`src/verilog/usb_dfu_pkg.sv`:
```
`default_nettype none

package usb_dfu_pkg;

  typedef logic [7:0]  byte_t;
  typedef logic [15:0] word_t;
  typedef logic [6:0]  dev_addr_t;

  typedef enum logic [7:0] {
    STATE_APP_IDLE                = 8'h00,
    STATE_APP_DETACH              = 8'h01,
    STATE_DFU_IDLE                = 8'h02,
    STATE_DFU_DNLOAD_SYNC         = 8'h03,
    STATE_DFU_DNBUSY              = 8'h04,
    STATE_DFU_DNLOAD_IDLE         = 8'h05,
    STATE_DFU_MANIFEST_SYNC       = 8'h06,
    STATE_DFU_MANIFEST            = 8'h07,
    STATE_DFU_MANIFEST_WAIT_RESET = 8'h08,
    STATE_DFU_UPLOAD_IDLE         = 8'h09,
    STATE_DFU_ERROR               = 8'h0a
  } dfu_state_e;

  typedef enum logic [7:0] {
    STATUS_OK         = 8'h00,
    STATUS_ERR_TARGET = 8'h01
  } dfu_status_e;

  typedef enum logic {
    SRC_DEVICE_DESC = 1'b0,
    SRC_DFU_STATUS  = 1'b1
  } in_src_e;

  ////////////////////////////////////////
  // request codes, {bmRequestType[6:5], bRequest}
  localparam logic [9:0] REQ_GET_DESCRIPTOR    = 10'h006;
  localparam logic [9:0] REQ_SET_ADDRESS       = 10'h005;
  localparam logic [9:0] REQ_SET_CONFIGURATION = 10'h009;
  localparam logic [9:0] REQ_DFU_DETACH        = 10'h100;
  localparam logic [9:0] REQ_DFU_DNLOAD        = 10'h101;
  localparam logic [9:0] REQ_DFU_UPLOAD        = 10'h102;
  localparam logic [9:0] REQ_DFU_GETSTATUS     = 10'h103;
  localparam logic [9:0] REQ_DFU_CLRSTATUS     = 10'h104;
  localparam logic [9:0] REQ_DFU_GETSTATE      = 10'h105;
  localparam logic [9:0] REQ_DFU_ABORT         = 10'h106;

  localparam byte_t DESC_TYPE_DEVICE = 8'd1;

  ////////////////////////////////////////
  // device descriptor
  localparam word_t VENDOR_ID  = 16'h1209;
  localparam word_t PRODUCT_ID = 16'h70b1;

  localparam word_t DEVICE_DESC_LEN = 16'd18;
  localparam byte_t DEVICE_DESC [0:17] = '{
    8'd18, 8'd1,                        // bLength, bDescriptorType
    8'h00, 8'h01,                       // bcdUSB
    8'h00, 8'h00, 8'h00,                // class, subclass, protocol
    8'h00,                              // bMaxPacketSize0, filled in by the IN source
    VENDOR_ID[7:0], VENDOR_ID[15:8],
    PRODUCT_ID[7:0], PRODUCT_ID[15:8],
    8'h00, 8'h00,                       // bcdDevice
    8'd1, 8'd2, 8'd3,                   // manufacturer, product, serial string idx
    8'd1                                // bNumConfigurations
  };
  localparam int DESC_MAX_PKT_IDX = 7;

  // GETSTATUS reply fields
  localparam word_t           DFU_STATUS_LEN   = 16'd6;
  localparam logic [23:0]     DFU_POLL_TIMEOUT = 24'd1;
  localparam byte_t           DFU_ISTRING      = 8'd0;

endpackage

`default_nettype wire

```
`src/verilog/setup_if.sv`:
```
`default_nettype none

interface setup_if;
  import usb_dfu_pkg::*;

  byte_t bm_request_type;
  byte_t b_request;
  word_t w_value;
  word_t w_length;

  modport capture (output bm_request_type, b_request, w_value, w_length);
  modport fsm     (input bm_request_type, w_length);
  modport decoder (input bm_request_type, b_request, w_value, w_length);

endinterface

`default_nettype wire

```
`src/verilog/in_load_if.sv`:
```
`default_nettype none

interface in_load_if;
  import usb_dfu_pkg::*;

  logic    load;        // one-cycle start pulse
  in_src_e src;
  byte_t   start_addr;
  word_t   length;      // already clipped to wLength

  modport request (output load, src, start_addr, length);
  modport source  (input load, src, start_addr, length);

endinterface

`default_nettype wire

```
`src/verilog/setup_capture.sv`:
```
`default_nettype none

module setup_capture (
  input  logic               clk,
  input  logic               reset,
  input  logic               out_ep_setup,
  input  usb_dfu_pkg::byte_t out_ep_data,
  input  logic               out_ep_data_valid,
  setup_if.capture           setup
);
  import usb_dfu_pkg::*;

  byte_t      setup_mem [8];
  logic [2:0] wr_ptr;

  // pointer sits at zero between setup packets, wraps after 8 bytes
  always_ff @(posedge clk) begin
    if (reset || !out_ep_setup) begin
      wr_ptr <= '0;
    end else if (out_ep_data_valid) begin
      wr_ptr <= wr_ptr + 3'd1;
    end
  end

  always_ff @(posedge clk) begin
    if (out_ep_setup && out_ep_data_valid) begin
      setup_mem[wr_ptr] <= out_ep_data;
    end
  end

  // little-endian fields, wIndex is not needed here
  assign setup.bm_request_type = setup_mem[0];
  assign setup.b_request       = setup_mem[1];
  assign setup.w_value         = {setup_mem[3], setup_mem[2]};
  assign setup.w_length        = {setup_mem[7], setup_mem[6]};

endmodule

`default_nettype wire

```
`src/verilog/ctrl_xfr_fsm.sv`:
```
`default_nettype none

module ctrl_xfr_fsm (
  input  logic  clk,
  input  logic  reset,
  input  logic  out_ep_data_avail,
  input  logic  out_ep_setup,
  input  logic  out_ep_grant,
  input  logic  in_ep_acked,
  input  logic  out_ep_acked,
  input  logic  in_ep_stall,
  input  logic  all_sent,
  setup_if.fsm  setup,
  output logic  setup_stage_end,
  output logic  status_stage_end,
  output logic  in_stage,
  output logic  in_ep_data_done_zlp,
  output logic  out_ep_data_get
);
  import usb_dfu_pkg::*;

  typedef enum logic [2:0] {
    IDLE, SETUP_IN, SETUP_DONE, DATA_IN, DATA_OUT, STATUS_IN, STATUS_OUT
  } ctrl_state_e;

  ctrl_state_e state;
  ctrl_state_e state_next;
  logic        avail_q;
  word_t       out_remaining;   // OUT bytes still to drain

  wire pkt_start      = out_ep_data_avail && !avail_q;
  wire pkt_end        = !out_ep_data_avail && avail_q;
  wire has_data_stage = |setup.w_length;
  wire out_byte       = out_ep_grant && out_ep_data_get && !out_ep_setup;

  assign out_ep_data_get = out_ep_data_avail;   // drain anything offered
  assign in_stage        = (state == DATA_IN);

  always_comb begin
    state_next          = state;
    setup_stage_end     = 1'b0;
    status_stage_end    = 1'b0;
    in_ep_data_done_zlp = 1'b0;
    case (state)
      IDLE: if (pkt_start && out_ep_setup) state_next = SETUP_IN;
      SETUP_IN: if (pkt_end) state_next = SETUP_DONE;
      SETUP_DONE: begin
        setup_stage_end = 1'b1;
        if (has_data_stage && setup.bm_request_type[7]) begin
          state_next = DATA_IN;
        end else if (has_data_stage) begin
          state_next = DATA_OUT;
        end else begin
          state_next          = STATUS_IN;
          in_ep_data_done_zlp = 1'b1;   // no data stage
        end
      end
      DATA_IN: if (in_ep_acked && all_sent) state_next = STATUS_OUT;
      DATA_OUT: begin
        if (out_remaining == '0) begin
          state_next          = STATUS_IN;
          in_ep_data_done_zlp = 1'b1;
        end
      end
      STATUS_IN, STATUS_OUT: begin
        if ((state == STATUS_IN) ? in_ep_acked : out_ep_acked) begin
          state_next       = IDLE;
          status_stage_end = 1'b1;
        end
      end
      default: state_next = IDLE;
    endcase

    // a stalled request abandons the transfer
    if (in_ep_stall && (state == DATA_IN || state == DATA_OUT || state == STATUS_IN)) begin
      state_next       = IDLE;
      status_stage_end = 1'b1;
    end
  end

  always_ff @(posedge clk) begin
    if (reset) begin
      state         <= IDLE;
      avail_q       <= 1'b0;
      out_remaining <= '0;
    end else begin
      state   <= state_next;
      avail_q <= out_ep_data_avail;
      if (state == SETUP_DONE) begin
        out_remaining <= setup.w_length;
      end else if (state == DATA_OUT && out_byte && out_remaining != '0) begin
        out_remaining <= out_remaining - 16'd1;
      end
    end
  end

endmodule

`default_nettype wire

```
`src/verilog/dfu_request_unit.sv`:
```
`default_nettype none

module dfu_request_unit (
  input  logic                     clk,
  input  logic                     reset,
  input  logic                     setup_stage_end,
  input  logic                     status_stage_end,
  setup_if.decoder                 setup,
  in_load_if.request               load,
  output usb_dfu_pkg::dfu_state_e  dfu_state,
  output usb_dfu_pkg::dfu_status_e dfu_status,
  output usb_dfu_pkg::dev_addr_t   dev_addr,
  output logic                     in_ep_stall
);
  import usb_dfu_pkg::*;

  logic      addr_pending;   // SET_ADDRESS waiting for its status stage
  dev_addr_t new_addr;

  wire [9:0] req_code = {setup.bm_request_type[6:5], setup.b_request};

  function automatic word_t clip_len(word_t requested, word_t available);
    return (requested < available) ? requested : available;
  endfunction

  // IN source selection, refreshed on every setup packet
  always_ff @(posedge clk) begin
    if (setup_stage_end) begin
      load.src        <= SRC_DEVICE_DESC;
      load.start_addr <= 8'd0;
      load.length     <= '0;
      if (req_code == REQ_GET_DESCRIPTOR && setup.w_value[15:8] == DESC_TYPE_DEVICE) begin
        load.length <= clip_len(setup.w_length, DEVICE_DESC_LEN);
      end else if (req_code == REQ_DFU_GETSTATUS) begin
        load.src    <= SRC_DFU_STATUS;
        load.length <= clip_len(setup.w_length, DFU_STATUS_LEN);
      end else if (req_code == REQ_DFU_GETSTATE) begin
        load.src        <= SRC_DFU_STATUS;
        load.start_addr <= 8'd4;   // bState only
        load.length     <= clip_len(setup.w_length, 16'd1);
      end
    end
  end

  always_ff @(posedge clk) begin
    if (reset) begin
      load.load    <= 1'b0;
      in_ep_stall  <= 1'b0;
      dfu_state    <= STATE_APP_IDLE;
      dfu_status   <= STATUS_OK;
      dev_addr     <= '0;
      addr_pending <= 1'b0;
      new_addr     <= '0;
    end else begin
      load.load   <= setup_stage_end;
      in_ep_stall <= 1'b0;
      if (setup_stage_end) begin
        case (req_code)
          REQ_GET_DESCRIPTOR: begin
            // only the device descriptor is served
            in_ep_stall <= (setup.w_value[15:8] != DESC_TYPE_DEVICE);
          end
          REQ_SET_ADDRESS: begin
            addr_pending <= 1'b1;
            new_addr     <= setup.w_value[6:0];
          end
          REQ_SET_CONFIGURATION: begin
            dfu_state <= (|setup.w_value) ? STATE_DFU_IDLE : STATE_APP_IDLE;
          end
          REQ_DFU_DETACH: dfu_state <= STATE_APP_DETACH;
          REQ_DFU_DNLOAD, REQ_DFU_UPLOAD: begin
            dfu_status <= STATUS_ERR_TARGET;   // no flash behind us
            dfu_state  <= STATE_DFU_ERROR;
          end
          REQ_DFU_CLRSTATUS: begin
            dfu_status <= STATUS_OK;
            dfu_state  <= STATE_DFU_IDLE;
          end
          REQ_DFU_ABORT: dfu_state <= STATE_DFU_IDLE;
          default: ;
        endcase
      end
      // old address still answers the status stage
      if (status_stage_end) begin
        addr_pending <= 1'b0;
        if (addr_pending) dev_addr <= new_addr;
      end
    end
  end

endmodule

`default_nettype wire

```
`src/verilog/in_data_source.sv`:
```
`default_nettype none

module in_data_source #(
  parameter int MAX_PACKET_SIZE = 32
) (
  input  logic                     clk,
  input  logic                     reset,
  input  logic                     in_stage,
  input  logic                     in_ep_grant,
  input  logic                     in_ep_data_free,
  in_load_if.source                load,
  input  usb_dfu_pkg::dfu_state_e  dfu_state,
  input  usb_dfu_pkg::dfu_status_e dfu_status,
  output logic                     in_ep_req,
  output logic                     in_ep_data_put,
  output logic                     in_ep_data_done_last,
  output logic                     all_sent,
  output usb_dfu_pkg::byte_t       in_ep_data
);
  import usb_dfu_pkg::*;

  in_src_e src;
  byte_t   rd_addr;
  word_t   remaining;
  logic    sent_q;

  assign all_sent       = (remaining == '0);
  assign in_ep_req      = in_stage && !all_sent;
  assign in_ep_data_put = in_ep_req && in_ep_data_free;   // held under back-pressure

  // single done pulse once the last byte has gone
  // the load cycle still sees the old count and is skipped
  assign in_ep_data_done_last = in_stage && all_sent && !sent_q && !load.load;

  always_ff @(posedge clk) begin
    if (reset) begin
      src       <= SRC_DEVICE_DESC;
      rd_addr   <= '0;
      remaining <= '0;
      sent_q    <= 1'b0;
    end else begin
      sent_q <= in_stage && all_sent && !load.load;
      if (load.load) begin
        src       <= load.src;
        rd_addr   <= load.start_addr;
        remaining <= load.length;
      end else if (in_ep_grant && in_ep_data_put) begin
        rd_addr   <= rd_addr + 8'd1;
        remaining <= remaining - 16'd1;
      end
    end
  end

  ////////////////////////////////////////
  // byte select
  always_comb begin
    in_ep_data = 8'h00;
    if (src == SRC_DEVICE_DESC) begin
      if (rd_addr == byte_t'(DESC_MAX_PKT_IDX)) begin
        in_ep_data = byte_t'(MAX_PACKET_SIZE);
      end else if ({8'h00, rd_addr} < DEVICE_DESC_LEN) begin
        in_ep_data = DEVICE_DESC[rd_addr[4:0]];
      end
    end else begin
      case (rd_addr[2:0])
        3'd0: in_ep_data = dfu_status;                // bStatus
        3'd1: in_ep_data = DFU_POLL_TIMEOUT[7:0];
        3'd2: in_ep_data = DFU_POLL_TIMEOUT[15:8];
        3'd3: in_ep_data = DFU_POLL_TIMEOUT[23:16];
        3'd4: in_ep_data = dfu_state;                 // bState
        3'd5: in_ep_data = DFU_ISTRING;
        default: in_ep_data = 8'h00;
      endcase
    end
  end

endmodule

`default_nettype wire

```
`src/verilog/detach_timer.sv`:
```
`default_nettype none

module detach_timer #(
  parameter int CLKS_PER_MS       = 48000,
  parameter int DETACH_TIMEOUT_MS = 1000
) (
  input  logic                    clk,
  input  logic                    reset,
  input  logic                    usb_reset,
  input  usb_dfu_pkg::dfu_state_e dfu_state,
  output logic                    dfu_detach
);
  import usb_dfu_pkg::*;

  localparam int PRE_W = $clog2(CLKS_PER_MS + 1);
  localparam int MS_W  = $clog2(DETACH_TIMEOUT_MS + 1);

  logic [PRE_W-1:0] pre_cnt;
  logic [MS_W-1:0]  ms_left;

  wire ms_tick = (pre_cnt == PRE_W'(CLKS_PER_MS - 1));

  always_ff @(posedge clk) begin
    if (reset || ms_tick) pre_cnt <= '0;
    else pre_cnt <= pre_cnt + 1'b1;
  end

  // countdown only runs in appDETACH, one extra tick so a partial first ms never counts
  always_ff @(posedge clk) begin
    if (reset) begin
      ms_left    <= MS_W'(DETACH_TIMEOUT_MS);
      dfu_detach <= 1'b0;
    end else begin
      if (dfu_state != STATE_APP_DETACH) begin
        ms_left <= MS_W'(DETACH_TIMEOUT_MS);
      end else if (ms_tick) begin
        if (ms_left == '0) dfu_detach <= 1'b1;
        else ms_left <= ms_left - 1'b1;
      end
      if (usb_reset && dfu_state != STATE_APP_IDLE) dfu_detach <= 1'b1;   // sticky
    end
  end

endmodule

`default_nettype wire

```
`src/verilog/usb_dfu_ctrl_ep.sv`:
```
`default_nettype none

module usb_dfu_ctrl_ep #(
  parameter int MAX_PACKET_SIZE   = 32,
  parameter int CLKS_PER_MS       = 48000,
  parameter int DETACH_TIMEOUT_MS = 1000
) (
  input  logic                   clk,
  input  logic                   reset,
  input  logic                   usb_reset,
  output usb_dfu_pkg::dev_addr_t dev_addr,

  ////////////////////////////////////////
  // out endpoint
  output logic                   out_ep_req,
  input  logic                   out_ep_grant,
  input  logic                   out_ep_data_avail,
  input  logic                   out_ep_setup,
  output logic                   out_ep_data_get,
  input  usb_dfu_pkg::byte_t     out_ep_data,
  output logic                   out_ep_stall,
  input  logic                   out_ep_acked,

  ////////////////////////////////////////
  // in endpoint
  output logic                   in_ep_req,
  input  logic                   in_ep_grant,
  input  logic                   in_ep_data_free,
  output logic                   in_ep_data_put,
  output usb_dfu_pkg::byte_t     in_ep_data,
  output logic                   in_ep_data_done,
  output logic                   in_ep_stall,
  input  logic                   in_ep_acked,

  output usb_dfu_pkg::byte_t     dfu_state,
  output logic                   dfu_detach
);
  import usb_dfu_pkg::*;

  logic        out_ep_data_valid;
  logic        setup_stage_end;
  logic        status_stage_end;
  logic        in_stage;
  logic        all_sent;
  logic        done_zlp;
  logic        done_last;
  dfu_state_e  cur_state;
  dfu_status_e cur_status;

  setup_if   setup_bus ();
  in_load_if in_load ();

  assign out_ep_req      = out_ep_data_avail;
  assign out_ep_stall    = 1'b0;   // control OUT never stalls
  assign in_ep_data_done = done_zlp || done_last;
  assign dfu_state       = cur_state;

  // byte on out_ep_data is valid the cycle after its grant
  always_ff @(posedge clk) begin
    if (reset) out_ep_data_valid <= 1'b0;
    else out_ep_data_valid <= out_ep_data_avail && out_ep_grant;
  end

  setup_capture u_setup_capture (
    .clk               (clk),
    .reset             (reset),
    .out_ep_setup      (out_ep_setup),
    .out_ep_data       (out_ep_data),
    .out_ep_data_valid (out_ep_data_valid),
    .setup             (setup_bus.capture)
  );

  ctrl_xfr_fsm u_ctrl_xfr_fsm (
    .clk                 (clk),
    .reset               (reset),
    .out_ep_data_avail   (out_ep_data_avail),
    .out_ep_setup        (out_ep_setup),
    .out_ep_grant        (out_ep_grant),
    .in_ep_acked         (in_ep_acked),
    .out_ep_acked        (out_ep_acked),
    .in_ep_stall         (in_ep_stall),
    .all_sent            (all_sent),
    .setup               (setup_bus.fsm),
    .setup_stage_end     (setup_stage_end),
    .status_stage_end    (status_stage_end),
    .in_stage            (in_stage),
    .in_ep_data_done_zlp (done_zlp),
    .out_ep_data_get     (out_ep_data_get)
  );

  dfu_request_unit u_dfu_request_unit (
    .clk              (clk),
    .reset            (reset),
    .setup_stage_end  (setup_stage_end),
    .status_stage_end (status_stage_end),
    .setup            (setup_bus.decoder),
    .load             (in_load.request),
    .dfu_state        (cur_state),
    .dfu_status       (cur_status),
    .dev_addr         (dev_addr),
    .in_ep_stall      (in_ep_stall)
  );

  in_data_source #(
    .MAX_PACKET_SIZE (MAX_PACKET_SIZE)
  ) u_in_data_source (
    .clk                  (clk),
    .reset                (reset),
    .in_stage             (in_stage),
    .in_ep_grant          (in_ep_grant),
    .in_ep_data_free      (in_ep_data_free),
    .load                 (in_load.source),
    .dfu_state            (cur_state),
    .dfu_status           (cur_status),
    .in_ep_req            (in_ep_req),
    .in_ep_data_put       (in_ep_data_put),
    .in_ep_data_done_last (done_last),
    .all_sent             (all_sent),
    .in_ep_data           (in_ep_data)
  );

  detach_timer #(
    .CLKS_PER_MS       (CLKS_PER_MS),
    .DETACH_TIMEOUT_MS (DETACH_TIMEOUT_MS)
  ) u_detach_timer (
    .clk        (clk),
    .reset      (reset),
    .usb_reset  (usb_reset),
    .dfu_state  (cur_state),
    .dfu_detach (dfu_detach)
  );

endmodule

`default_nettype wire

```
`config.mk`:
```
export PLATFORM = sky130hd
export DESIGN_NAME = usb_dfu_ctrl_ep
export DESIGN_NICKNAME = d
export VERILOG_FILES = /design/src/verilog/usb_dfu_pkg.sv /design/src/verilog/setup_if.sv /design/src/verilog/in_load_if.sv /design/src/verilog/setup_capture.sv /design/src/verilog/ctrl_xfr_fsm.sv /design/src/verilog/dfu_request_unit.sv /design/src/verilog/in_data_source.sv /design/src/verilog/detach_timer.sv /design/src/verilog/usb_dfu_ctrl_ep.sv
export SDC_FILE = /design/constraint.sdc
export NUM_CORES = 1
export LEC_CHECK = 0
export BUFFER_PORTS_ARGS = -buffer_cell sky130_fd_sc_hd__buf_4
export CORE_UTILIZATION = 40
export CTS_CLUSTER_SIZE = 20
export DETAILED_ROUTE_END_ITERATION = 10
export PLACE_DENSITY_LB_ADDON = 0.25
export RECOVER_POWER = 50
export SYNTH_ARGS = -nofsm -noshare
export SYNTH_HDL_FRONTEND = slang
export SYNTH_SLANG_ARGS = --single-unit
```
`constraint.sdc`:
```
create_clock -name clk -period 3.5 [get_ports clk]
set_input_delay 0.525 -clock clk [delete_from_list [all_inputs] [get_ports clk]]
set_output_delay 0.525 -clock clk [all_outputs]
set_load 0.01 [all_outputs]
```
**Yosys cells after proc, flatten, opt, wreduce, memory -nomap -nowiden**

Memories as Yosys holds them, arrays and structs flattened.
Cells that the tools add are included.

- Input port bits: 18
- Register bits: 135
- Memories: 2
- Bits in read-only memories: 256
- Bits in writable memories: 64
- Logic and storage cells: 176

- Muxes and demuxes: 47
- Order comparisons: 5
- Add/sub/neg operators: 6
- Bitwise gates (word level): 4
- Reductions and logical operators: 61
- Eq/ne operators: 29

Memory list:

| memory | words | bits a word | rd ports | clocked after Yosys merged registers in | write ports | line | text |
|---|---|---|---|---|---|---|---|
| (no name shown) | 32 | 8 | 1 | 0 | 0 | in_data_source.sv:62 | `in_ep_data = DEVICE_DESC[rd_addr[4:0]];` |
| u_setup_capture.setup_mem | 8 | 8 | 6 | 0 | 1 | setup_capture.sv:13 | `byte_t setup_mem [8];` |

Operators by type and width:

| operator | number |
|---|---|
| 2-to-1 mux 16 bit | 10 |
| == test 10 x 9 -> 1 bit, second input constant | 7 |
| 2-to-1 mux 8 bit | 7 |
| zero test 16 bit | 2 |
| case mux 8 bit (4 select lines) | 1 |
| OR reduction 16 bit | 2 |
| subtractor 16 x 1 -> 16 bit, second input constant | 2 |
| case mux 8 bit (3 select lines) | 1 |
| 2-to-1 mux 3 bit | 7 |
| == test 10 x 3 -> 1 bit, second input constant | 2 |
| logical AND 1 bit | 20 |
| case mux 3 bit (6 select lines) | 1 |
| 2-to-1 mux 1 bit | 17 |
| adder 16 x 1 -> 16 bit, second input constant | 1 |
| == test 16 bit, second input constant | 1 |
| less-than comparator 16 x 1 -> 1 bit, second input constant | 1 |
| less-than comparator 16 x 3 -> 1 bit, second input constant | 1 |
| less-than comparator 16 x 5 -> 1 bit, second input constant | 1 |
| != test 8 x 1 -> 1 bit, second input constant | 2 |
| case mux 8 bit (2 select lines) | 1 |
| nonzero test 16 bit | 1 |
| OR reduction 2 bit | 7 |
| == test 3 bit, second input constant | 4 |
| == test 10 x 4 -> 1 bit, second input constant | 1 |
| other kinds (26) | 52 |

**Logic depth before layout (Yosys ltp)**

- Depth after elaboration: 7
- Mapped depth: 9

**Modules after synthesis**

Synthesis repeated with hierarchy kept, for this count alone.

- Cell total of the unflattened synthesis: 822
- Area total of the unflattened synthesis: 8181.6 um^2

Modules (own cells, without submodules):

| module | sequential area each (um^2) | cells each | area each (um^2) | instances |
|---|---|---|---|---|
| in_data_source | 520.5 | 261 | 2026.9 | 1 |
| dfu_request_unit | 960.9 | 172 | 1795.5 | 1 |
| setup_capture | 1501.4 | 71 | 1632.8 | 1 |
| ctrl_xfr_fsm | 400.4 | 161 | 1400.1 | 1 |
| detach_timer | 540.5 | 151 | 1272.5 | 1 |
| usb_dfu_ctrl_ep | 20.0 | 6 | 53.8 | 1 |

**Worst setup path after synthesis**

Ideal clock, no wire load.

- Path type: reg2out
- From: reg u_in_data_source.remaining[2]
- To: out in_ep_data_done
- Required time: 2.975 ns
- Stages on the path, launching flop included: 8
- Setup slack: 0.687 ns
- Data arrival time: 2.288 ns
- Buffers on the path: 3
- Path through: dfxtp_1 -> or4_4 -> buf_6 -> or4_4 -> buf_6 -> buf_6 -> or4_1 -> o21ai_1

- Word-level cells in the longest chain between the ends: 5

Ends and longest elaborated chain:

| what | line | text |
|---|---|---|
| start: declaration | in_data_source.sv:24 | `word_t remaining;` |
| start signal: assignment | in_data_source.sv:46 | `remaining <= load.length;` |
| start signal: assignment | in_data_source.sv:49 | `remaining <= remaining - 16'd1;` |
| zero test 16 bit | in_data_source.sv:27 | `assign all_sent = (remaining == '0);` |
| logical AND 1 bit (3 in a row) | in_data_source.sv:33 | `assign in_ep_data_done_last = in_stage && all_sent && !sent_q && !load.load;` |
| logical OR 1 bit | usb_dfu_ctrl_ep.sv:55 | `assign in_ep_data_done = done_zlp \|\| done_last;` |
| end: declaration | usb_dfu_ctrl_ep.sv:31 | `output logic in_ep_data_done,` |

No other way between the ends.

**Final worst setup path**

- From: reg u_in_data_source.remaining[6]
- To: out in_ep_data_done

The elaborated chain is that of the path after synthesis.

==> results.yml <==
finish:
  final_cells: 1030
  post-route-util_pct: 46.1
  finalNetCount: 819
  n_antenna_cell: 0
  synthToLayoutAreaGrowth_pct: 12.9
  fill_cells: 1751
  drive_gt1_share_pct: 8.11
cts:
  path_clk_slew_ps: 60
  cts-resized-gates: 0
  cts_max_path_buffers: 2
  post_cts_buffers: 0
  ctsHtreeMaxLevel: 4
  cts_sinks: 159
  cts_buffers: 17
  postCtsHoldBufs: 0
  clk_latency_ps: 420
  cts_tree: "built"
  cts-root-buf: "clkbuf_16"
floorplanning:
  ios: 49
  die_height_um: 138
  row_count: 49
  die-area_mm2: 0.0190
  fp.coreArea_mm2: 0.0180
  initial_core_util_pct: 40.9
  die_x_um: 138
setup_path:
  cp_data_arrival_time_ps: 2700
  rr_worst_depth: 5
  crit_start: "u_in_data_source.remaining[6]"
  r2r_setup_slack_ps: 810
  criticalPathCategory: "register to output pin"
  crit_slowest_cell: "or4_4"
  cp_top_family: "simple AND/OR/NAND/NOR gates"
  critPathRequiredTime_ps: 2970
  path_max_fanout: 15
  crit_top_cell: "or4_1"
  crit_end: "in_ep_data_done"
  regToRegStartpoint: "u_ctrl_xfr_fsm.state[1]"
  critPathBufInv: 1
  worstReg2RegEnd: "u_dfu_request_unit.new_addr[6]"
  crit_chain: "or4_1 -> or4_4 -> or4_1 -> o21ai_1 -> buf_4"
  cp.depth: 5
  end_kind: "output pin"
  cpPeakStageDelay_ps: 670
  cp-start-kind: "register"
timing:
  clock.fmax_ghz: 0.310
  rsz0062_at_grt: "no"
  fin_worst_skew_ps: 7.57
  worst_pin_slew_ps: 2570
  finalSetupTns_ps: 0
  hold_viol: 0
  setup_violations: 0
  finalCritPeriodShare_pct: 92.1
  slew_headroom_pct: -71.6
  fin_crit_ps: 3220
  final-max-slew-violation-count: 58
global_routing:
  overflow: 0
  grt_pass1_wl_mm: 25.9
  grt_start_max_net_pins: 58
  grt_pass1_vias: 5199
  antenna_found_initial: 0
  gr-usage-all-layers_pct: 17.9
synth:
  synth_warnings: 0
  avgSynthCellArea_um2: 9.86
  synth_flop_cell: "dfxtp_1"
  synth_edf_count: 61
  synth.yosys.seq_area_share_pct: 51.5
  syn_area_mm2: 0.00736
  synthCells: 747
  synth_seq_cells: 159
  async_flop_share_pct: 0
  synth.distinct_cells: 68
placement:
  gp_routability_congestion: 0.826
  port_buffers: 41
  hpwl_mm: 11.0
  placed_cells: 998
job:
  drv_cap: 1
power_and_ir_drop:
  ir_worst_vdd_uv: 369
  p_leak_nw: 2.90
  power.total_w: 0.00393
  power.density_mw_per_mm2: 472
run_status:
  violations: "max-capacitance violations, max-slew violations"
  run_status: "finished with violations"
drt:
  drt_iter0_markers: 307
  detail-route-antenna-nets: 0
  dr.pass1.iters: 4
  viasPerCell: 5.42
  wl_per_cell_um: 15.3
  routed_wl_mm: 15.7
  route.detailed.drc: 0
  num_vias: 5582
min_path:
  hold_class: "input pin to register"
[power breakdown]
part           total (W)  internal (W)  switching, W
Clock            0.00178       0.00105      0.000730
Combinational   0.000186     0.0000615      0.000124
Sequential       0.00196       0.00194     0.0000226
Total            0.00393       0.00305      0.000877
[worst min-delay path by stage]
stage	from	end	slack, ps	depth (start not counted)
global route	out_ep_grant	out_ep_data_valid	330	2
floorplan	u_detach_timer.pre_cnt[0]	u_detach_timer.pre_cnt[0]	420	1
global placement	u_detach_timer.pre_cnt[0]	u_detach_timer.pre_cnt[0]	430	1
finish	out_ep_grant	out_ep_data_valid	350	2
CTS	out_ep_grant	out_ep_data_valid	330	2
detailed placement	u_detach_timer.pre_cnt[0]	u_detach_timer.pre_cnt[0]	440	1
[worst reg2reg max path: stages (launching register included)]
cell,delay (ps)
dfxtp_1,570
or3b_2,690
nor4_1,430
nand3_1,450
mux2i_1,280
nor2_1,50
[state kept, by name, summed over array words and instances, names as in the netlist, 3 cells and up]
name and count:
u_detach_timer.pre_cnt 16, u_in_data_source.remaining 16, u_detach_timer.ms_left 10, u_dfu_request_unit.load.length 16, u_dfu_request_unit.new_addr 7, u_setup_capture.setup_mem 43
u_ctrl_xfr_fsm.out_remaining 16, u_dfu_request_unit.dfu_state 3, u_in_data_source.rd_addr 8, u_setup_capture.wr_ptr 3, u_dfu_request_unit.dev_addr 7, u_ctrl_xfr_fsm.state 3
[per-stage QoR]
stage	hold slack [ps]	setup slack, ps	cell area (um2)
after detailed placement	439	721	7850
after global routing	332	182	8320
after floorplan	418	687	7430
after CTS	328	256	8420
final	348	277	8320
after global placement	432	743	7850
[cells in the mapped netlist (15+ instances only)]
master	n	area (um2)
a21oi_1	25	125
clkbuf_1	26	97.6
dfxtp_1	98	1960
edfxtp_1	61	1830
inv_1	24	90.1
mux2i_1	18	180
nand2_1	52	195
nand3_1	30	150
nand4_1	17	106
nor2_1	84	315
nor3_1	21	105
nor4_1	19	119
o21ai_0	25	125
or3_1	19	119
or4_1	17	128
xnor2_1	15	131
xor2_1	22	193
[routing by layer]
layer  global-route usage [%]  share of wire [%]  routed length (um)
met2                     29.4                 46                7270
met1                     23.5                 49                7690
met4                     5.01                1.1                 172
met3                     4.12                3.6                 570
met5                        0                  0                   0
[cell families (layout without fill, tap and decap cells)]
logic type / count (synthesis) / after routing / synth area share (%)
buffers and inverters: 68 / 105 / 4.37
AOI/OAI and AO/OA: 125 / 125 / 11.4
muxes: 18 / 18 / 2.45
DFF: 159 / 159 / 51.5
and+or+nand+nor: 326 / 326 / 23.6
other: 1 / 18 / 0.0509
xor gates and xnor gates: 37 / 37 / 4.40
adders and majority gates: 13 / 13 / 2.21
[final cells by class]
class	instances	area, um2	share of cell area [%]
clock buffer	19	433	5.21
clock inverter	13	139	1.67
timing repair buffer	48	259	3.11
inverter	25	93.8	1.13
sequential	159	3790	45.6
tap	229	287	3.45
multi-input combinational	537	3310	39.8
[cells in the final DEF (no fill, tap or decap), types with 8 or more instances in the layout]
cell and instances:
dfxtp_1 98, inv_1 24, nor2b_1 11, conb_1 18
buf_4 21, xnor2_1 15, a21oi_1 25, nand4_1 17
and3_1 8, a211oi_1 12, mux2i_1 18, o21ai_0 25
a31oi_1 10, clkbuf_16 17, or3_1 19, nor2_1 84
edfxtp_1 61, nand2b_1 8, nor3_1 21, nor4_1 19
or4_1 17, xor2_1 22, ha_1 13, nand2_1 52
nand3_1 30, clkbuf_1 29
(Power assumes the default switching activity.)
